File: src/hdl/cdr_defs.svh
`ifndef CDR_DEFS_SVH
`define CDR_DEFS_SVH

// Sample path widths
`define N_ADC           8
`define N_TI            4
`define N_PI            8
`define N_OUT           2
`define PHASE_EST_SHIFT 6
`define GAIN_W          3

// AXI4-Lite bus
`define AXI_AW          5
`define AXI_DW          32
`define AXI_RESP_OKAY   2'b00
`define AXI_RESP_SLVERR 2'b10

// Register map
`define REG_CTRL        5'h00
`define REG_GAIN        5'h04
`define REG_PD_OFFSET   5'h08
`define REG_EXT_PI      5'h0C
`define REG_PHASE_SNAP  5'h10
`define REG_FREQ_SNAP   5'h14
`define REG_STATUS      5'h18

// Field positions
`define CTRL_EN_FREQ    0
`define CTRL_EN_EXT_PI  1
`define CTRL_SNAP_REQ   2
`define GAIN_KI_LSB     4

`endif

File: src/hdl/cdr_pkg.sv
`include "cdr_defs.svh"

package cdr_pkg;

    // One ADC lane
    typedef logic signed [`N_ADC-1:0] adc_sample_t;

    // Timing error, two guard bits over a sample
    typedef logic signed [`N_ADC+1:0] pd_err_t;

    // Phase and frequency accumulators with fraction bits
    typedef logic signed [`N_ADC+1+`PHASE_EST_SHIFT:0] est_t;

    // Interpolator code
    typedef logic [`N_PI-1:0] pi_code_t;

endpackage

File: src/hdl/cdr_ctrl_if.sv
`timescale 1ns/1ps
`include "cdr_defs.svh"

interface cdr_ctrl_if;
    import cdr_pkg::*;

    // Configuration from the register block
    logic [`GAIN_W-1:0] kp;
    logic [`GAIN_W-1:0] ki;
    pd_err_t            pd_offset;      // Read at top level by the detector
    logic               en_freq_est;
    logic               en_ext_pi;
    pi_code_t           ext_pi_ctl;
    logic               snap_req;

    // Loop state snapshot
    pd_err_t            phase_snap;     // Integer part of phase
    est_t               freq_snap;
    logic               snap_valid;

    modport csr (
        output kp, ki, pd_offset, en_freq_est, en_ext_pi, ext_pi_ctl, snap_req,
        input  phase_snap, freq_snap, snap_valid
    );

    modport loop (
        input  kp, ki, en_freq_est, en_ext_pi, ext_pi_ctl, snap_req,
        output phase_snap, freq_snap, snap_valid
    );

endinterface

File: src/hdl/mm_pd.sv
`timescale 1ns/1ps
`include "cdr_defs.svh"

module mm_pd (
    input  logic                 clk,
    input  logic                 ext_rstb,
    input  cdr_pkg::adc_sample_t din_i [`N_TI-1:0],
    input  cdr_pkg::pd_err_t     pd_offset_i,
    output cdr_pkg::pd_err_t     pd_err_o
);
    import cdr_pkg::*;

    localparam int SUM_W  = `N_ADC + 5;                 // Room for lane terms plus offset
    localparam int SAT_HI = (1 <<< (`N_ADC + 1)) - 1;
    localparam int SAT_LO = -(1 <<< (`N_ADC + 1));

    adc_sample_t             prev_w [`N_TI-1:0];
    adc_sample_t             last_q;                    // Last lane of previous word
    logic signed [SUM_W-1:0] cur_s;
    logic signed [SUM_W-1:0] prv_s;
    logic signed [SUM_W-1:0] acc_s;
    pd_err_t                 err_d;

    // Previous sample for each lane
    assign prev_w[0] = last_q;

    genvar k;
    generate
        for (k = 1; k < `N_TI; k++) begin : g_prev
            assign prev_w[k] = din_i[k-1];
        end
    endgenerate

    // x[k]*sgn(x[k-1]) - x[k-1]*sgn(x[k]), sign of zero is +1
    always_comb begin
        acc_s = SUM_W'(pd_offset_i);
        cur_s = '0;
        prv_s = '0;
        for (int i = 0; i < `N_TI; i++) begin
            cur_s = SUM_W'(din_i[i]);
            prv_s = SUM_W'(prev_w[i]);
            acc_s = acc_s + ((prv_s < 0) ? -cur_s : cur_s)
                          - ((cur_s < 0) ? -prv_s : prv_s);
        end
    end

    always_comb begin
        if (acc_s > SAT_HI) begin
            err_d = pd_err_t'(SAT_HI);
        end else if (acc_s < SAT_LO) begin
            err_d = pd_err_t'(SAT_LO);
        end else begin
            err_d = pd_err_t'(acc_s);
        end
    end

    always_ff @(posedge clk or negedge ext_rstb) begin
        if (!ext_rstb) begin
            last_q   <= '0;
            pd_err_o <= '0;
        end else begin
            last_q   <= din_i[`N_TI-1];
            pd_err_o <= err_d;
        end
    end

    a_err_known: assert property (@(posedge clk) disable iff (!ext_rstb)
        !$isunknown(pd_err_o));

endmodule

File: src/hdl/cdr_loop_filter.sv
`timescale 1ns/1ps
`include "cdr_defs.svh"

module cdr_loop_filter (
    input  logic              clk,
    input  logic              ext_rstb,
    input  cdr_pkg::pd_err_t  pd_err_i,
    cdr_ctrl_if.loop          ctrl,
    output cdr_pkg::pi_code_t pi_ctl_o [`N_OUT-1:0],
    output logic              freq_lvl_cross_o
);
    import cdr_pkg::*;

    typedef enum logic [1:0] {
        SNAP_SAMPLE = 2'd0,
        SNAP_WAIT   = 2'd1,
        SNAP_READY  = 2'd2
    } snap_state_t;

    snap_state_t snap_state;
    est_t        err_ext;
    est_t        phase_q;
    est_t        phase_d;
    est_t        freq_q;
    est_t        freq_d;
    est_t        freq_upd;
    est_t        prev_upd_q;
    pi_code_t    loop_code;

    assign err_ext = est_t'(pd_err_i);                  // Sign-extend before shift

    // Integral and proportional paths, both wrap in est_t
    always_comb begin
        freq_upd = freq_q + (err_ext <<< ctrl.ki);
        freq_d   = ctrl.en_freq_est ? freq_upd : '0;
        phase_d  = phase_q + (err_ext <<< ctrl.kp) + freq_q;
    end

    always_ff @(posedge clk or negedge ext_rstb) begin
        if (!ext_rstb) begin
            phase_q          <= '0;
            freq_q           <= '0;
            prev_upd_q       <= '0;
            freq_lvl_cross_o <= 1'b0;
        end else begin
            phase_q          <= phase_d;
            freq_q           <= freq_d;
            prev_upd_q       <= freq_upd;
            freq_lvl_cross_o <= (freq_upd > prev_upd_q);  // Rising frequency estimate
        end
    end

    assign loop_code = phase_q[$bits(est_t)-1 -: `N_PI];

    always_comb begin
        for (int i = 0; i < `N_OUT; i++) begin
            pi_ctl_o[i] = ctrl.en_ext_pi ? ctrl.ext_pi_ctl : loop_code;
        end
    end

    // One-shot capture of the loop state per request edge
    always_ff @(posedge clk or negedge ext_rstb) begin
        if (!ext_rstb) begin
            snap_state      <= SNAP_WAIT;
            ctrl.phase_snap <= '0;
            ctrl.freq_snap  <= '0;
            ctrl.snap_valid <= 1'b0;
        end else begin
            case (snap_state)
                SNAP_WAIT: begin
                    if (!ctrl.snap_req) begin
                        snap_state      <= SNAP_READY;
                        ctrl.snap_valid <= 1'b0;      // Rearmed
                    end
                end
                SNAP_READY: begin
                    if (ctrl.snap_req) begin
                        snap_state <= SNAP_SAMPLE;
                    end
                end
                SNAP_SAMPLE: begin
                    ctrl.phase_snap <= pd_err_t'(phase_q >>> `PHASE_EST_SHIFT);
                    ctrl.freq_snap  <= freq_upd;
                    ctrl.snap_valid <= 1'b1;
                    snap_state      <= SNAP_WAIT;
                end
                default: begin
                    snap_state <= SNAP_WAIT;
                end
            endcase
        end
    end

    a_snap_state_legal: assert property (@(posedge clk) disable iff (!ext_rstb)
        snap_state inside {SNAP_SAMPLE, SNAP_WAIT, SNAP_READY});

endmodule

File: src/hdl/cdr_csr.sv
`timescale 1ns/1ps
`include "cdr_defs.svh"

module cdr_csr (
    input  logic                 clk,
    input  logic                 ext_rstb,
    input  logic [`AXI_AW-1:0]   s_axi_awaddr_i,
    input  logic                 s_axi_awvalid_i,
    output logic                 s_axi_awready_o,
    input  logic [`AXI_DW-1:0]   s_axi_wdata_i,
    input  logic [`AXI_DW/8-1:0] s_axi_wstrb_i,
    input  logic                 s_axi_wvalid_i,
    output logic                 s_axi_wready_o,
    output logic [1:0]           s_axi_bresp_o,
    output logic                 s_axi_bvalid_o,
    input  logic                 s_axi_bready_i,
    input  logic [`AXI_AW-1:0]   s_axi_araddr_i,
    input  logic                 s_axi_arvalid_i,
    output logic                 s_axi_arready_o,
    output logic [`AXI_DW-1:0]   s_axi_rdata_o,
    output logic [1:0]           s_axi_rresp_o,
    output logic                 s_axi_rvalid_o,
    input  logic                 s_axi_rready_i,
    cdr_ctrl_if.csr              ctrl
);
    import cdr_pkg::*;

    localparam int OFS_W = $bits(pd_err_t);
    localparam int PI_W  = $bits(pi_code_t);

    logic                 live_q;                       // Out of reset
    logic                 aw_done;
    logic                 w_done;
    logic [`AXI_AW-1:0]   awaddr_q;
    logic [`AXI_DW-1:0]   wdata_q;
    logic [`AXI_DW/8-1:0] wstrb_q;
    logic                 wr_ok;
    logic                 rd_ok;
    logic [`AXI_DW-1:0]   rd_word;

    assign s_axi_awready_o = live_q && !aw_done && !s_axi_bvalid_o;
    assign s_axi_wready_o  = live_q && !w_done && !s_axi_bvalid_o;
    assign s_axi_arready_o = live_q && !s_axi_rvalid_o;

    assign wr_ok = awaddr_q inside {`REG_CTRL, `REG_GAIN, `REG_PD_OFFSET, `REG_EXT_PI};

    // Captured write channels
    always_ff @(posedge clk) begin
        if (s_axi_awvalid_i && s_axi_awready_o) begin
            awaddr_q <= s_axi_awaddr_i;
        end
        if (s_axi_wvalid_i && s_axi_wready_o) begin
            wdata_q <= s_axi_wdata_i;
            wstrb_q <= s_axi_wstrb_i;
        end
    end

    always_ff @(posedge clk or negedge ext_rstb) begin
        if (!ext_rstb) begin
            live_q           <= 1'b0;
            aw_done          <= 1'b0;
            w_done           <= 1'b0;
            s_axi_bvalid_o   <= 1'b0;
            s_axi_bresp_o    <= `AXI_RESP_OKAY;
            ctrl.en_freq_est <= 1'b0;
            ctrl.en_ext_pi   <= 1'b0;
            ctrl.snap_req    <= 1'b0;
            ctrl.kp          <= '0;
            ctrl.ki          <= '0;
            ctrl.pd_offset   <= '0;
            ctrl.ext_pi_ctl  <= '0;
        end else begin
            live_q <= 1'b1;
            if (s_axi_awvalid_i && s_axi_awready_o) begin
                aw_done <= 1'b1;
            end
            if (s_axi_wvalid_i && s_axi_wready_o) begin
                w_done <= 1'b1;
            end
            if (aw_done && w_done) begin
                aw_done        <= 1'b0;
                w_done         <= 1'b0;
                s_axi_bvalid_o <= 1'b1;
                s_axi_bresp_o  <= wr_ok ? `AXI_RESP_OKAY : `AXI_RESP_SLVERR;
                case (awaddr_q)
                    `REG_CTRL: begin
                        if (wstrb_q[0]) begin
                            ctrl.en_freq_est <= wdata_q[`CTRL_EN_FREQ];
                            ctrl.en_ext_pi   <= wdata_q[`CTRL_EN_EXT_PI];
                            ctrl.snap_req    <= wdata_q[`CTRL_SNAP_REQ];
                        end
                    end
                    `REG_GAIN: begin
                        if (wstrb_q[0]) begin
                            ctrl.kp <= wdata_q[`GAIN_W-1:0];
                            ctrl.ki <= wdata_q[`GAIN_KI_LSB +: `GAIN_W];
                        end
                    end
                    `REG_PD_OFFSET: begin
                        for (int b = 0; b < OFS_W; b++) begin
                            if (wstrb_q[b/8]) begin
                                ctrl.pd_offset[b] <= wdata_q[b];
                            end
                        end
                    end
                    `REG_EXT_PI: begin
                        for (int b = 0; b < PI_W; b++) begin
                            if (wstrb_q[b/8]) begin
                                ctrl.ext_pi_ctl[b] <= wdata_q[b];
                            end
                        end
                    end
                    default: begin
                    end
                endcase
            end else if (s_axi_bvalid_o && s_axi_bready_i) begin
                s_axi_bvalid_o <= 1'b0;
            end
        end
    end

    // Read decode, snapshots sign-extended
    always_comb begin
        rd_word = '0;
        rd_ok   = 1'b1;
        case (s_axi_araddr_i)
            `REG_CTRL: begin
                rd_word[`CTRL_EN_FREQ]   = ctrl.en_freq_est;
                rd_word[`CTRL_EN_EXT_PI] = ctrl.en_ext_pi;
                rd_word[`CTRL_SNAP_REQ]  = ctrl.snap_req;
            end
            `REG_GAIN: begin
                rd_word[`GAIN_W-1:0]             = ctrl.kp;
                rd_word[`GAIN_KI_LSB +: `GAIN_W] = ctrl.ki;
            end
            `REG_PD_OFFSET:  rd_word[OFS_W-1:0] = ctrl.pd_offset;
            `REG_EXT_PI:     rd_word[PI_W-1:0]  = ctrl.ext_pi_ctl;
            `REG_PHASE_SNAP: rd_word = `AXI_DW'(ctrl.phase_snap);
            `REG_FREQ_SNAP:  rd_word = `AXI_DW'(ctrl.freq_snap);
            `REG_STATUS:     rd_word[0] = ctrl.snap_valid;
            default:         rd_ok = 1'b0;
        endcase
    end

    always_ff @(posedge clk or negedge ext_rstb) begin
        if (!ext_rstb) begin
            s_axi_rvalid_o <= 1'b0;
            s_axi_rresp_o  <= `AXI_RESP_OKAY;
        end else if (s_axi_arvalid_i && s_axi_arready_o) begin
            s_axi_rvalid_o <= 1'b1;
            s_axi_rresp_o  <= rd_ok ? `AXI_RESP_OKAY : `AXI_RESP_SLVERR;
        end else if (s_axi_rvalid_o && s_axi_rready_i) begin
            s_axi_rvalid_o <= 1'b0;
        end
    end

    always_ff @(posedge clk) begin
        if (s_axi_arvalid_i && s_axi_arready_o) begin
            s_axi_rdata_o <= rd_word;
        end
    end

    a_bvalid_hold: assert property (@(posedge clk) disable iff (!ext_rstb)
        s_axi_bvalid_o && !s_axi_bready_i |=> s_axi_bvalid_o);

    a_rvalid_hold: assert property (@(posedge clk) disable iff (!ext_rstb)
        s_axi_rvalid_o && !s_axi_rready_i |=> s_axi_rvalid_o);

endmodule

File: src/hdl/cdr_top.sv
`timescale 1ns/1ps
`include "cdr_defs.svh"

module cdr_top (
    input  logic                 clk,
    input  logic                 ext_rstb,
    input  cdr_pkg::adc_sample_t din_i [`N_TI-1:0],
    input  logic [`AXI_AW-1:0]   s_axi_awaddr_i,
    input  logic                 s_axi_awvalid_i,
    output logic                 s_axi_awready_o,
    input  logic [`AXI_DW-1:0]   s_axi_wdata_i,
    input  logic [`AXI_DW/8-1:0] s_axi_wstrb_i,
    input  logic                 s_axi_wvalid_i,
    output logic                 s_axi_wready_o,
    output logic [1:0]           s_axi_bresp_o,
    output logic                 s_axi_bvalid_o,
    input  logic                 s_axi_bready_i,
    input  logic [`AXI_AW-1:0]   s_axi_araddr_i,
    input  logic                 s_axi_arvalid_i,
    output logic                 s_axi_arready_o,
    output logic [`AXI_DW-1:0]   s_axi_rdata_o,
    output logic [1:0]           s_axi_rresp_o,
    output logic                 s_axi_rvalid_o,
    input  logic                 s_axi_rready_i,
    output cdr_pkg::pi_code_t    pi_ctl_o [`N_OUT-1:0],
    output logic                 freq_lvl_cross_o
);
    import cdr_pkg::*;

    pd_err_t pd_err;

    cdr_ctrl_if ctrl_if ();

    mm_pd mm_pd_i (
        .clk         (clk),
        .ext_rstb    (ext_rstb),
        .din_i       (din_i),
        .pd_offset_i (ctrl_if.pd_offset),
        .pd_err_o    (pd_err)
    );

    cdr_loop_filter cdr_loop_filter_i (
        .clk              (clk),
        .ext_rstb         (ext_rstb),
        .pd_err_i         (pd_err),
        .ctrl             (ctrl_if.loop),
        .pi_ctl_o         (pi_ctl_o),
        .freq_lvl_cross_o (freq_lvl_cross_o)
    );

    cdr_csr cdr_csr_i (
        .clk             (clk),
        .ext_rstb        (ext_rstb),
        .s_axi_awaddr_i  (s_axi_awaddr_i),
        .s_axi_awvalid_i (s_axi_awvalid_i),
        .s_axi_awready_o (s_axi_awready_o),
        .s_axi_wdata_i   (s_axi_wdata_i),
        .s_axi_wstrb_i   (s_axi_wstrb_i),
        .s_axi_wvalid_i  (s_axi_wvalid_i),
        .s_axi_wready_o  (s_axi_wready_o),
        .s_axi_bresp_o   (s_axi_bresp_o),
        .s_axi_bvalid_o  (s_axi_bvalid_o),
        .s_axi_bready_i  (s_axi_bready_i),
        .s_axi_araddr_i  (s_axi_araddr_i),
        .s_axi_arvalid_i (s_axi_arvalid_i),
        .s_axi_arready_o (s_axi_arready_o),
        .s_axi_rdata_o   (s_axi_rdata_o),
        .s_axi_rresp_o   (s_axi_rresp_o),
        .s_axi_rvalid_o  (s_axi_rvalid_o),
        .s_axi_rready_i  (s_axi_rready_i),
        .ctrl            (ctrl_if.csr)
    );

endmodule

File: config.mk
export PLATFORM = sky130hd
export DESIGN_NAME = cdr_top
export DESIGN_NICKNAME = d
export VERILOG_FILES = /design/src/hdl/cdr_pkg.sv /design/src/hdl/cdr_ctrl_if.sv /design/src/hdl/mm_pd.sv /design/src/hdl/cdr_loop_filter.sv /design/src/hdl/cdr_csr.sv /design/src/hdl/cdr_top.sv
export VERILOG_INCLUDE_DIRS = /design/src /design/src/hdl
export SDC_FILE = /design/constraint.sdc
export NUM_CORES = 1
export LEC_CHECK = 0
export BUFFER_PORTS_ARGS = -buffer_cell sky130_fd_sc_hd__buf_2
export CORE_ASPECT_RATIO = 0.8
export CORE_UTILIZATION = 35
export DETAILED_ROUTE_END_ITERATION = 16
export PLACE_DENSITY = 0.58
export SYNTH_ARGS = -nofsm -noshare
export SYNTH_HDL_FRONTEND = slang
export SYNTH_SLANG_ARGS = --single-unit
File: constraint.sdc
create_clock -name clk -period 11.9 [get_ports clk]
set_input_delay 0 -clock clk [delete_from_list [all_inputs] [get_ports clk]]
set_output_delay 0 -clock clk [all_outputs]
set_load 0.02 [all_outputs]
# After elaboration in Yosys (flattened, before gate mapping)
# Cells that the tools add are included.
# word_totals
register_bits	181
# op_classes
n_reduce_logical	32
add_sub_neg	16
n_shift	2
n_eq_ne	13
muxes	35
magnitude_cmp	8
# ops
op	count
$mux W13	8
$neg A8 Y13	5
$sub A13 B13 Y13	4
$add A16 B16 Y16	3
$pmux W22 S2	1
$lt A8 B1 Y1 const B	5
$add A13 B13 Y13	3
$sshl A10 B3 Y16	2
$eq A5 B4 Y1 const B	4
$mux W10	2
$gt A16 B16 Y1	1
$mux W16	1
$eq A5 B5 Y1 const B	3
$pmux W3 S5	1
$reduce_and A3 Y1	5
$add A10 B13 Y13	1
$gt A13 B10 Y1 const B	1
$lt A13 B10 Y1 const B	1
$pmux W2 S6	1
$logic_and A1 B1 Y1	11
$eq A5 B3 Y1 const B	2
$logic_not A5 Y1	2
$mux W1	10
$reduce_bool A2 Y1	5
other kinds (16)	24

# Longest topological paths before layout
# Gate-level depths: netlist of the first run.
# depth
word_depth	13
mapped_depth	22

# Modules after synthesis
# A second synthesis of the first run with hierarchy kept.
# unflattened
hier_cells	1285
hier_area_um2	13190.2
# modules_own_cells
mod	instances	area_per_inst_um2	seq_area_each_um2	cells_per_inst
cdr_loop_filter	1	5679.2	1953.1	572
mm_pd	1	4469.3	450.4	499
cdr_csr	1	3041.7	1841.8	214

# Worst setup path after synthesis of the first run
# No wires, ideal clock.
# synth_timing
path_kind	input port to flip-flop
start	input port din_i[0] in the netlist's numbering
end	register mm_pd_i.pd_err_o[1]
t_arrival_ns	5.186
path_buffers	0
path_stages	20
path_slack_ns	6.596
setup_ns	0.118
path_cell_list	inv_1 -> ha_1 -> or3b_4 -> or3_2 -> nand2_1 -> xor2_1 -> fa_1 -> fa_1 -> fa_1 -> inv_1 -> fa_1 -> inv_1 -> ha_1 -> or3_1 -> o21bai_1 -> a31oi_1 -> xnor2_1 -> and3_1 -> or2_4 -> a21o_1
# synth_via
elab_chain_len	13
# synth_rtl
item	line_no	text
from (decl)	cdr_top.sv:7	input cdr_pkg::adc_sample_t din_i [`N_TI-1:0],
$neg A8 Y13	mm_pd.sv:42, mm_pd.sv:43	
$mux W13	mm_pd.sv:42	acc_s = acc_s + ((prv_s < 0) ? -cur_s : cur_s)
$add A10 B13 Y13	mm_pd.sv:42	
$sub A13 B13 Y13	mm_pd.sv:43	- ((cur_s < 0) ? -prv_s : prv_s);
$add A13 B13 Y13	mm_pd.sv:42	
$sub A13 B13 Y13 (*)	mm_pd.sv:43	
$add A13 B13 Y13 (*)	mm_pd.sv:42	
$sub A13 B13 Y13 (*)	mm_pd.sv:43	
$add A13 B13 Y13 (*)	mm_pd.sv:42	
$sub A13 B13 Y13 (*)	mm_pd.sv:43	
$lt A13 B10 Y1	mm_pd.sv:50	end else if (acc_s < SAT_LO) begin
$mux W10	mm_pd.sv:50	
$mux W10 (*)	mm_pd.sv:48	if (acc_s > SAT_HI) begin
net mm_pd_i.err_d[1]	mm_pd.sv:22	pd_err_t err_d;
to (signal assigned)	mm_pd.sv:63	pd_err_o <= err_d;
to (decl)	mm_pd.sv:9	output cdr_pkg::pd_err_t pd_err_o
# The timed path passes the listed nets; every way through them passes the cells marked *.
# A chain may end at the register's enable or synchronous reset.

# Worst setup path after layout of the first run
# layout_timing
start	register mm_pd_i.last_q[0]
end	register mm_pd_i.pd_err_o[8]
# layout_via
elab_chain_len	13
# layout_rtl
item	line_no	text
from (decl)	mm_pd.sv:18	adc_sample_t last_q;
from (signal assigned)	mm_pd.sv:62	last_q <= din_i[`N_TI-1];
$lt A8 B1 Y1	mm_pd.sv:42	
$mux W13	mm_pd.sv:42	
$add A10 B13 Y13	mm_pd.sv:42	
$sub A13 B13 Y13 (*)	mm_pd.sv:43	
$add A13 B13 Y13 (*)	mm_pd.sv:42	
$sub A13 B13 Y13 (*)	mm_pd.sv:43	
$add A13 B13 Y13 (*)	mm_pd.sv:42	
$sub A13 B13 Y13 (*)	mm_pd.sv:43	
$add A13 B13 Y13 (*)	mm_pd.sv:42	
$sub A13 B13 Y13 (*)	mm_pd.sv:43	
$lt A13 B10 Y1	mm_pd.sv:50	
$mux W10	mm_pd.sv:50	
$mux W10 (*)	mm_pd.sv:48	
net mm_pd_i.err_d[8]	mm_pd.sv:22	
# Marks and branches as above.

==> impl_metrics.csv, run 1 <==
group,metric,value,unit
status,status,"finished, final reports clean",
power,ir_drop,0.000284,V
layout,syn_to_final_growth,14.0,%
setup_path,r2r-start,"mm_pd_i.last_q[0]",
route,antenna_left,0,
cts,cts_sinks,163,
timing,skew,0.0134,ns
cts,clockRootBuffer,"clkbuf_16",
timing,slew_headroom,0.454,
timing,setup_viol,0,
cts,h-tree-depth,4,
layout,num-fill-cells,3568,
yosys,synthDistinctLibCells,64,
cts,clock_latency,0.44,ns
hold_path,worst_hold_path.endpoint,"cdr_csr_i.s_axi_rresp_o[1]",
die,fp.dieH,172,um
yosys,synth-edff-count,33,
cts,clk_pin_slew,0.07,ns
layout,post-route-util,0.404,
setup_path,crit_slowest_cell,"fa_1",
placement,post-place-ws,6.14,ns
layout,fin_cells,1845,
power,internal_power,2.51,mW
placement,gp_congestion,0.895,
power,power_frac_comb,0.682,
yosys,yosysMostFrequentCell,"inv_1",
setup_path,cp.required,12.22,ns
timing,fin_crit,5.53,ns
placement,io_buffer_count,116,
yosys,synth.top_cells.by_area,"dfrtp_1 25%, fa_1 15%, edfxtp_1 7.8%, ha_1 6.5%, mux2_2 5.7%",
layout,antenna_cells,0,
timing,fmax,181,MHz
layout,multi_input_area,0.00757,mm2
power,power_density,325,mW/mm2
setup_path,path_delay_family,"adder cells",
setup_path,r2r_cells,19,
cts,cts_tree,"yes",
global_routing,track_usage,0.172,
route,first_pass_iters,5,
setup_path,r2r-end,"mm_pd_i.pd_err_o[8]",
die,dieArea,0.0371,mm2
setup_path,cp_max_fo,6,
power,pwr-share-seq,0.199,
yosys,ys_seq_area_frac,0.334,
cts,clockBufferDepth,2,
yosys,synth_cells,1246,
hold_path,min_from,"s_axi_araddr_i[4]",
placement,dp_cells,1783,
yosys,ys.flop_type,"dfrtp_1",
setup_path,critPathArrivalTime,5.86,ns
timing,rsz0062_at_grt,"false",
global_routing,grt_overflow,0,
die,io_pins,143,
yosys,yosysTopAreaCell,"dfrtp_1",
yosys,async_reset_ff_frac,0.798,
timing,finalSetupTns,0,ns
setup_path,endpoint_kind,"flip-flop",
setup_path,r2r_slack,6.37,ns
cts,cts_setup_buffers,0,
setup_path,path_class,"reg -> reg",
yosys,syn_area_per_cell,10.2,um2
route,drcViolationCount,0,
die,fp-row-count,62,
route,viasPerCell,4.91,
die,initial_utilization,0.354,
yosys,synth_seq_cells,163,
setup_path,path_common_cell,"fa_1",
global_routing,grt_pass1_wl,49.0,mm
power,sw_frac_of_total,0.468,
setup_path,crit_buf_inv,3,
power,switching_power,2.20,mW
timing,hold_viol,0,
route,via_count,9056,
route,post_drt_wl_per_cell,16.7,um
layout,drive_above_1_share,0.167,
cts,cts_made_buffers,17,
placement,postPlaceCellArea,0.0136,mm2
layout,regArea,0.00425,mm2
setup_path,critPathMaxStageDelay,0.58,ns
power,p_leak,6.71,nW
layout,fin_nets,1600,
hold_path,hold_depth,3,
global_routing,grt_max_degree,70,
global_routing,grt_antenna_before_repair,0,
hold_path,hold_class,"in -> reg",
layout,final_area,0.0145,mm2
placement,dp_hpwl,24.1,mm
yosys,synthTopCellsByCount,"147 x inv_1, 129 x dfrtp_1, 112 x nand2_1",
route,dr.first_iter.drc_count,580,
yosys,ys.warnings.count,0,
timing,tightest_slew,0.814,ns
power,pwr-share-clk,0.119,
timing,drv_slew,0,
route,wirelength,30.8,mm
die,coreArea,0.0358,mm2
timing,timing.final.crit_share,0.465,
yosys,synth_area,0.0127,mm2
setup_path,path_cells,"inv_1, ha_1, mux2i_1, fa_1, fa_1, inv_1, fa_1, fa_1, inv_1, ha_1, fa_1, a21o_1, a21oi_1, o21bai_1, a31oi_1, xnor2_1, and3_1, or2_4, a21o_1",
yosys,yosysTopAreaCellShare,0.254,
global_routing,grt_pass1_vias,8915,
timing,final.setup.worst_slack,6.37,ns
setup_path,start_kind,"flip-flop",
job,cap_violations,0,
die,die_x,215,um
-- cell families (layout without fill, tap and decap cells) --
| group | count (synthesis) | in the layout | synth area share |
|---|---|---|---|
| adder cells (fa/ha/maj) | 164 | 164 | 0.219 |
| AND/OR/NAND/NOR | 286 | 286 | 0.111 |
| buffers and inverters | 211 | 329 | 0.0703 |
| XOR/XNOR | 99 | 99 | 0.0704 |
| AO/OA/AOI/OAI | 217 | 217 | 0.106 |
| flip-flops | 163 | 163 | 0.334 |
| multiplexers | 104 | 104 | 0.0892 |
| other | 2 | 3 | 0.000591 |
-- worst max path at each step --
stage	cells after the start	endpoint	from	slack [ns]
6_report	19	mm_pd_i.pd_err_o[8]	mm_pd_i.last_q[0]	6.37
5_1_grt	19	mm_pd_i.pd_err_o[1]	mm_pd_i.last_q[0]	6.03
4_1_cts	19	mm_pd_i.pd_err_o[8]	mm_pd_i.last_q[0]	6.32
3_5_place_dp	21	mm_pd_i.pd_err_o[8]	din_i[0]	6.14
3_3_place_gp	21	mm_pd_i.pd_err_o[2]	din_i[0]	6.18
2_1_floorplan	20	mm_pd_i.pd_err_o[1]	din_i[0]	6.60
-- through the flow --
stage | hold slack, ns | total power, mW
6_report | 0.0180 | 4.71
5_1_grt | 0.0919 | 5.21
4_1_cts | 0.0110 | 4.74
3_5_place_dp | 0.0689 | 4.14
3_3_place_gp | 0.0648 | 4.08
2_1_floorplan | -0.296 | 3.42
-- final cells by class --
| cell class | count | share of cell area |
|---|---|---|
| Tap cell | 480 | 0.0415 |
| Timing Repair Buffer | 149 | 0.0628 |
| Clock inverter | 11 | 0.00683 |
| Multi-Input combinational cell | 873 | 0.523 |
| Clock buffer | 21 | 0.0347 |
| Inverter | 148 | 0.0384 |
| Sequential cell | 163 | 0.293 |
-- repair_timing --
item / 4_1_cts / 5_1_grt
hold buffers: 30 / 0
endpoints found under the setup margin: 0 / 0
resized for setup: 0 / 0
endpoints found under the hold margin: 96 / 0
-- per-layer routing --
metal | global-route usage | vias up | share of wire
met4 | 0.0506 | 0 | 0.018
met5 | 0 | - | 0
li1 | - | 4374 | -
met2 | 0.266 | 196 | 0.45
met3 | 0.0280 | 27 | 0.041
met1 | 0.247 | 4459 | 0.49
-- sequential cells by signal (all words and copies together) (netlist names), 2 cells and up --
signal / flops
cdr_loop_filter_i.ctrl.freq_snap: 16
cdr_csr_i.ctrl.ki: 3
cdr_csr_i.ctrl.kp: 3
mm_pd_i.last_q: 8
cdr_csr_i.s_axi_rdata_o: 16
cdr_csr_i.ctrl.pd_offset: 10
cdr_loop_filter_i.ctrl.phase_snap: 10
cdr_loop_filter_i.phase_q: 16
cdr_loop_filter_i.prev_upd_q: 16
cdr_csr_i.wstrb_q: 2
mm_pd_i.pd_err_o: 10
cdr_csr_i.ctrl.ext_pi_ctl: 8
cdr_csr_i.awaddr_q: 5
cdr_loop_filter_i.snap_state: 2
cdr_csr_i.wdata_q: 10
cdr_loop_filter_i.freq_q: 16
-- worst register-to-register path, stage by stage (launching register included) --
cell and delay [ns]:
dfrtp_1 0.38, inv_1 0.09, ha_1 0.29, mux2i_1 0.21, fa_1 0.45, fa_1 0.58
inv_1 0.07, fa_1 0.44, fa_1 0.52, inv_1 0.05, ha_1 0.21, fa_1 0.40
a21o_1 0.20, a21oi_1 0.27, o21bai_1 0.11, a31oi_1 0.25, xnor2_1 0.20, and3_1 0.25
or2_4 0.26, a21o_1 0.18
-- cell usage in the layout, fill, tap and decap left out, types with 4 or more instances in the layout --
cell	n
o211ai_1	4
o21a_1	13
or3_1	10
o21ai_0	55
nor2_1	41
nand2b_1	16
ha_1	66
nor2b_1	22
mux2_2	64
mux2i_1	39
a21boi_0	4
a21o_1	22
and3_1	4
a21oi_1	63
nor3_1	12
xnor2_1	48
edfxtp_1	33
nand2_1	112
fa_1	97
nand4_1	4
dfrtp_1	129
and2_1	21
nor4_1	12
inv_1	147
o22ai_1	12
clkbuf_16	19
o21bai_1	9
nand3b_1	4
buf_2	115
dlygate4sd3_1	30
inv_6	5
nand3_1	12
o31ai_1	9
xor2_1	49
-- power groups by stage --
stage          Combinational (mW)  Sequential [mW]  Clock [mW]
4_1_cts                      3.23            0.937       0.571
3_3_place_gp                 3.14            0.944           0
5_1_grt                      3.66            0.959       0.595
2_1_floorplan                2.54            0.880           0
6_report                     3.21            0.937       0.559
3_5_place_dp                 3.20            0.948           0
Note: power is estimated with default switching activity, not from simulation.
==> run 2: changes to the inputs <==
==> constraint.sdc (replaced) <==
create_clock -name clk -period 5.7 [get_ports clk]
set_input_delay 0 -clock clk [delete_from_list [all_inputs] [get_ports clk]]
set_output_delay 0 -clock clk [all_outputs]
set_load 0.02 [all_outputs]
==> run 2 against run 1 <==
Compared with the run above:
- power grew 110%
- sequential cell count did not move
- routed wire length up 0.76%
- die area did not move
- clock-buffer cell count is 3 lower
- worst setup slack worse by 6.1 ns
- critical path type unchanged
==> impl_metrics.csv, run 2 (synthesis gave the netlist of run 1 again) <==
group,metric,value,unit
die,dieArea,0.0371,mm2
placement,gp_congestion,0.873,
timing,drv_slew,0,
global_routing,track_usage,0.173,
job,cap_violations,0,
layout,drive_above_1_share,0.175,
cts,clockRootBuffer,"clkbuf_16",
timing,final.setup.worst_slack,0.308,ns
layout,fin_nets,1610,
layout,final_cell_mix,"147 x inv_1, 129 x dfrtp_1, 115 x buf_2, 112 x nand2_1, 97 x fa_1",
setup_path,r2r-start,"mm_pd_i.last_q[0]",
route,viasPerCell,4.85,
cts,clock_latency,0.44,ns
setup_path,endpoint_kind,"flip-flop",
timing,slew_headroom,0.348,
setup_path,r2r-end,"mm_pd_i.pd_err_o[3]",
route,post_drt_wl_per_cell,16.7,um
die,coreArea,0.0358,mm2
power,ir_drop,0.000695,V
layout,syn_to_final_growth,14.6,%
power,power_density,689,mW/mm2
setup_path,cp.required,6.02,ns
cts,clk_pin_slew,0.08,ns
placement,io_buffer_count,116,
placement,post-place-ws,0.00880,ns
placement,dp_hpwl,24.7,mm
global_routing,grt_antenna_before_repair,0,
cts,clockBufferDepth,2,
cts,cts_setup_buffers,0,
setup_path,path_delay_family,"adder cells",
timing,hold_viol,0,
route,dr.first_iter.drc_count,482,
setup_path,start_kind,"flip-flop",
setup_path,path_cells,"inv_1, ha_1, nand2_1, o31ai_2, xor2_1, fa_1, fa_1, fa_1, inv_1, fa_1, inv_1, ha_1, or3_1, o21bai_1, a31oi_2, o21ai_0, xor2_1, or2_4, a21o_1",
setup_path,r2r_slack,0.31,ns
global_routing,grt_overflow,0,
timing,fmax,185,MHz
setup_path,crit_slowest_cell,"fa_1",
hold_path,hold_class,"in -> reg",
die,io_pins,143,
cts,cts_made_buffers,17,
cts,h-tree-depth,4,
global_routing,grt_pass1_wl,49.2,mm
timing,skew,0.0185,ns
route,antenna_left,0,
setup_path,cp_max_fo,5,
layout,antenna_cells,0,
global_routing,grt_max_degree,74,
setup_path,path_class,"reg -> reg",
timing,tightest_slew,0.977,ns
setup_path,critPathMaxStageDelay,0.54,ns
power,power,10.0,mW
die,initial_utilization,0.354,
route,wirelength,31.0,mm
setup_path,crit_buf_inv,3,
die,fp-row-count,62,
setup_path,r2r_cells,19,
hold_path,hold_depth,3,
hold_path,worst_hold_path.endpoint,"cdr_csr_i.aw_done",
layout,post-route-util,0.406,
cts,cts_sinks,163,
route,drcViolationCount,0,
timing,timing.final.crit_share,0.946,
setup_path,critPathArrivalTime,5.71,ns
route,via_count,8996,
die,fp.dieH,172,um
global_routing,grt_pass1_vias,8842,
hold_path,min_from,"s_axi_awvalid_i",
route,first_pass_iters,5,
die,die_x,215,um
status,status,"finished, final reports clean",
cts,cts_tree,"yes",
layout,layout_commonest_cell,"inv_1",
timing,setup_viol,0,
power,p_leak,6.75,nW
setup_path,path_common_cell,"fa_1",
timing,fin_crit,5.39,ns
## run 2: changes by cell type in the layout (fill, tap and decap cells not counted), moves of 2 or more
cell / previous run / this run
clkinv_8: 0 / 2
inv_8: 3 / 6
buf_4: 3 / 12
inv_6: 5 / 3
clkbuf_16: 19 / 17
## run 2: worst max-delay path by stage
| stage | from | endpoint | depth (start not counted) |
|---|---|---|---|
| finish | mm_pd_i.last_q[0] | mm_pd_i.pd_err_o[3] | 19 |
| global route | mm_pd_i.last_q[0] | mm_pd_i.pd_err_o[5] | 19 |
| CTS | mm_pd_i.last_q[0] | mm_pd_i.pd_err_o[3] | 19 |
| detailed placement | din_i[0] | mm_pd_i.pd_err_o[3] | 21 |
| global placement | din_i[0] | mm_pd_i.pd_err_o[1] | 21 |
| floorplan | din_i[0] | mm_pd_i.pd_err_o[1] | 20 |
## run 2: report_power, final
| part | internal (mW) | switching, mW | total, mW |
|---|---|---|---|
| sequential | 1.64 | 0.324 | 1.96 |
| combinational | 3.08 | 3.83 | 6.91 |
| clock | 0.601 | 0.564 | 1.17 |
## run 2: layer usage
metal | GRT usage | vias to the layer above | part of all wire
met5 | 0 | - | 0
met4 | 0.0570 | 0 | 0.022
met3 | 0.0267 | 27 | 0.038
met2 | 0.259 | 178 | 0.43
met1 | 0.255 | 4395 | 0.51
li1 | - | 4396 | -
## run 2: metrics by stage
| step | cells | instance area (um2) | setup TNS (ns) | hold slack (ns) |
|---|---|---|---|---|
| detailed placement | 1792 | 13600 | 0 | 0.0233 |
| finish | 1855 | 14600 | 0 | 0.0465 |
| floorplan | 1247 | 12700 | 0 | -0.296 |
| global placement | 1792 | 13600 | 0 | 0.0260 |
| CTS | 1855 | 14500 | 0 | 0.0350 |
| global route | 1855 | 14600 | -0.0333 | 0.0560 |
## run 2: worst reg2reg max path, delay by kind of cell, from the launching register on
kind | cells | cell delay (ns)
compound gates | 5 | 0.92
xor+xnor | 2 | 0.50
flops | 1 | 0.39
buf+inv | 3 | 0.20
simple gates | 3 | 0.77
fa+ha+maj | 6 | 2.48
## run 2: final cells by class
cell class                      count  area (um2)
Tap cell                          480         601
Inverter                          148         556
Clock buffer                       18         439
Timing Repair Buffer              159         987
Fill cell                        3587       21300
Clock inverter                     14         150
Sequential cell                   163        4250
Multi-Input combinational cell    873        7580
## run 2: timing repair
| item | in CTS | in global routing |
|---|---|---|
| endpoints found under the setup margin | 0 | 9 |
| resized for setup | 0 | 3 |
| endpoints found under the hold margin | 85 | 0 |
| hold buffers | 31 | 0 |
==> run 3: changes to the inputs <==
--- a/config.mk
+++ b/config.mk
@@ -7,10 +7,12 @@
 export NUM_CORES = 1
 export LEC_CHECK = 0
 export BUFFER_PORTS_ARGS = -buffer_cell sky130_fd_sc_hd__buf_2
+export CELL_PAD_IN_SITES_DETAIL_PLACEMENT = 0
+export CELL_PAD_IN_SITES_GLOBAL_PLACEMENT = 2
 export CORE_ASPECT_RATIO = 0.8
 export CORE_UTILIZATION = 35
 export DETAILED_ROUTE_END_ITERATION = 16
-export PLACE_DENSITY = 0.58
+export PLACE_DENSITY = 0.81
 export SYNTH_ARGS = -nofsm -noshare
 export SYNTH_HDL_FRONTEND = slang
 export SYNTH_SLANG_ARGS = --single-unit
==> run 3 against run 2 <==
Compared with the run above:
- sequential power barely moved
- die area did not move
- first-iteration DRC count rose by 23%
- sequential share of layout area fell by 0.075 points
- final cell count did not move
- sequential cell count did not move
- routed wire length rose by 3.5%
- clock power rose by 6%
- clock skew fell by 0.0063 ns
- clock-buffer cell count fell by 1
- global-route usage rose by 0.55 points
==> impl_metrics.csv, run 3 (synthesis gave the netlist of run 1 again) <==
group,metric,value,unit
route,drcViolationCount,0,
placement,gp_congestion,0.824,
timing,fmax,182,MHz
power,p_leak,6.76,nW
cts,cts_made_buffers,17,
die,coreArea,0.0358,mm2
placement,dp_cells,1792,
layout,layout_commonest_cell,"inv_1",
cts,cts_tree,"yes",
route,post_drt_wl_per_cell,17.3,um
route,dr.first_iter.drc_count,591,
timing,tightest_slew,0.843,ns
die,dieArea,0.0371,mm2
cts,clockRootBuffer,"clkbuf_16",
layout,num-fill-cells,3538,
route,first_pass_iters,5,
setup_path,cp.required,6.02,ns
die,fp-row-count,62,
job,cap_violations,0,
die,fp.dieH,172,um
hold_path,hold_class,"in -> reg",
setup_path,path_class,"reg -> reg",
global_routing,track_usage,0.179,
cts,cts_sinks,163,
timing,skew,0.0122,ns
cts,h-tree-depth,4,
global_routing,grt_pass1_wl,50.3,mm
layout,multi_input_area,0.00759,mm2
layout,final_cell_mix,"146 x inv_1, 129 x dfrtp_1, 115 x buf_2, 112 x nand2_1, 97 x fa_1",
timing,setup_viol,0,
power,power_density,686,mW/mm2
setup_path,critPathArrivalTime,5.83,ns
global_routing,grt_overflow,0,
cts,clockBufferDepth,2,
setup_path,cp_max_fo,5,
timing,fin_hold_ws,0.0279,ns
setup_path,start_kind,"flip-flop",
timing,drv_slew,0,
layout,fin_nets,1610,
timing,final.setup.worst_slack,0.194,ns
power,ir_drop,0.000752,V
timing,slew_headroom,0.436,
power,power,10.0,mW
status,status,"finished, final reports clean",
layout,regArea,0.00425,mm2
layout,syn_to_final_growth,14.9,%
route,viasPerCell,4.85,
die,initial_utilization,0.354,
cts,clock_latency,0.44,ns
route,via_count,9001,
timing,fin_crit,5.51,ns
global_routing,grt_pass1_vias,9087,
placement,io_buffer_count,116,
layout,drive_above_1_share,0.177,
die,die_x,215,um
layout,fin_cells,1855,
route,wirelength,32.1,mm
cts,clk_pin_slew,0.07,ns
route,antenna_left,0,
placement,post-place-ws,-0.0182,ns
layout,antenna_cells,0,
die,io_pins,143,
global_routing,grt_max_degree,81,
placement,dp_hpwl,25.8,mm
timing,timing.final.crit_share,0.966,
timing,hold_viol,0,
global_routing,grt_antenna_before_repair,1,
setup_path,endpoint_kind,"flip-flop",
-- run 3: cell types whose count changed in the layout (fill, tap and decap cells not counted), sizes merged --
cell         delta
dlygate4sd3     -1
bufinv          +3
clkinvlp        +2
inv             -4
clkbuf          -1
buf             +1
-- run 3: critical path, cell delays in order (launching register included) --
cell and delay, ns:
dfrtp_1 0.39, inv_1 0.06, ha_2 0.31, mux2i_1 0.08, fa_1 0.47, fa_1 0.51, fa_1 0.55, inv_1 0.05
fa_1 0.53, inv_1 0.04, ha_1 0.22, fa_1 0.41, a21o_1 0.19, a21oi_1 0.33, o21bai_1 0.13, a31oi_2 0.26
o21ai_0 0.16, xor2_1 0.20, or2_4 0.31, a21o_1 0.19
-- run 3: metal layers --
| metal | global-route usage | up-vias | share of wire |
|---|---|---|---|
| met5 | 0 | - | 0.00025 |
| met1 | 0.244 | 4439 | 0.49 |
| met3 | 0.0304 | 26 | 0.035 |
| li1 | - | 4391 | - |
| met2 | 0.295 | 143 | 0.46 |
| met4 | 0.0484 | 2 | 0.016 |
-- run 3: final timing paths --
path,startpoint,slack (ns),depth (start not counted),end
max in group asynchronous,ext_rstb,4.30,3,cdr_csr_i.ctrl.pd_offset[7]
setup / recovery,mm_pd_i.last_q[1],0.19,19,mm_pd_i.pd_err_o[2]
hold reg to reg,cdr_csr_i.wdata_q[8],0.46,2,cdr_csr_i.ctrl.pd_offset[8]
setup reg to reg,mm_pd_i.last_q[1],0.19,19,mm_pd_i.pd_err_o[2]
min in group asynchronous,ext_rstb,0.19,2,cdr_loop_filter_i.prev_upd_q[2]
hold / removal,s_axi_araddr_i[4],0.03,3,cdr_csr_i.s_axi_rresp_o[1]
-- run 3: where the power goes --
group | total [mW] | leakage [nW] | switching (mW) | internal, mW
clock network | 1.24 | 0.300 | 0.535 | 0.702
registers | 1.94 | 1.91 | 0.303 | 1.64
logic | 6.84 | 4.56 | 3.81 | 3.04
-- run 3: timing repair --
item | 4_1_cts | 5_1_grt
setup endpoints to repair | 0 | 9
buffers inserted | 0 | 1
gates resized for setup | 0 | 5
hold buffers | 30 | 0
hold endpoints to repair | 106 | 0
-- run 3: through the flow --
| step | cell area [um2] | util | setup TNS (ns) |
|---|---|---|---|
| after floorplan | 12700 | - | 0 |
| after global placement | 13600 | 0.381 | 0 |
| after detailed placement | 13600 | 0.381 | -0.0431 |
| after CTS | 14600 | 0.407 | 0 |
| after global routing | 14600 | 0.407 | -0.487 |
| final | 14600 | 0.407 | 0 |
-- run 3: layout make-up --
class / count / share of cell area
clock buffers: 17 / 0.0291
clock inverters: 15 / 0.0134
inverters: 148 / 0.0381
multi-input cells: 873 / 0.520
flip-flops and latches: 163 / 0.291
well taps: 480 / 0.0411
repair buffers: 159 / 0.0674
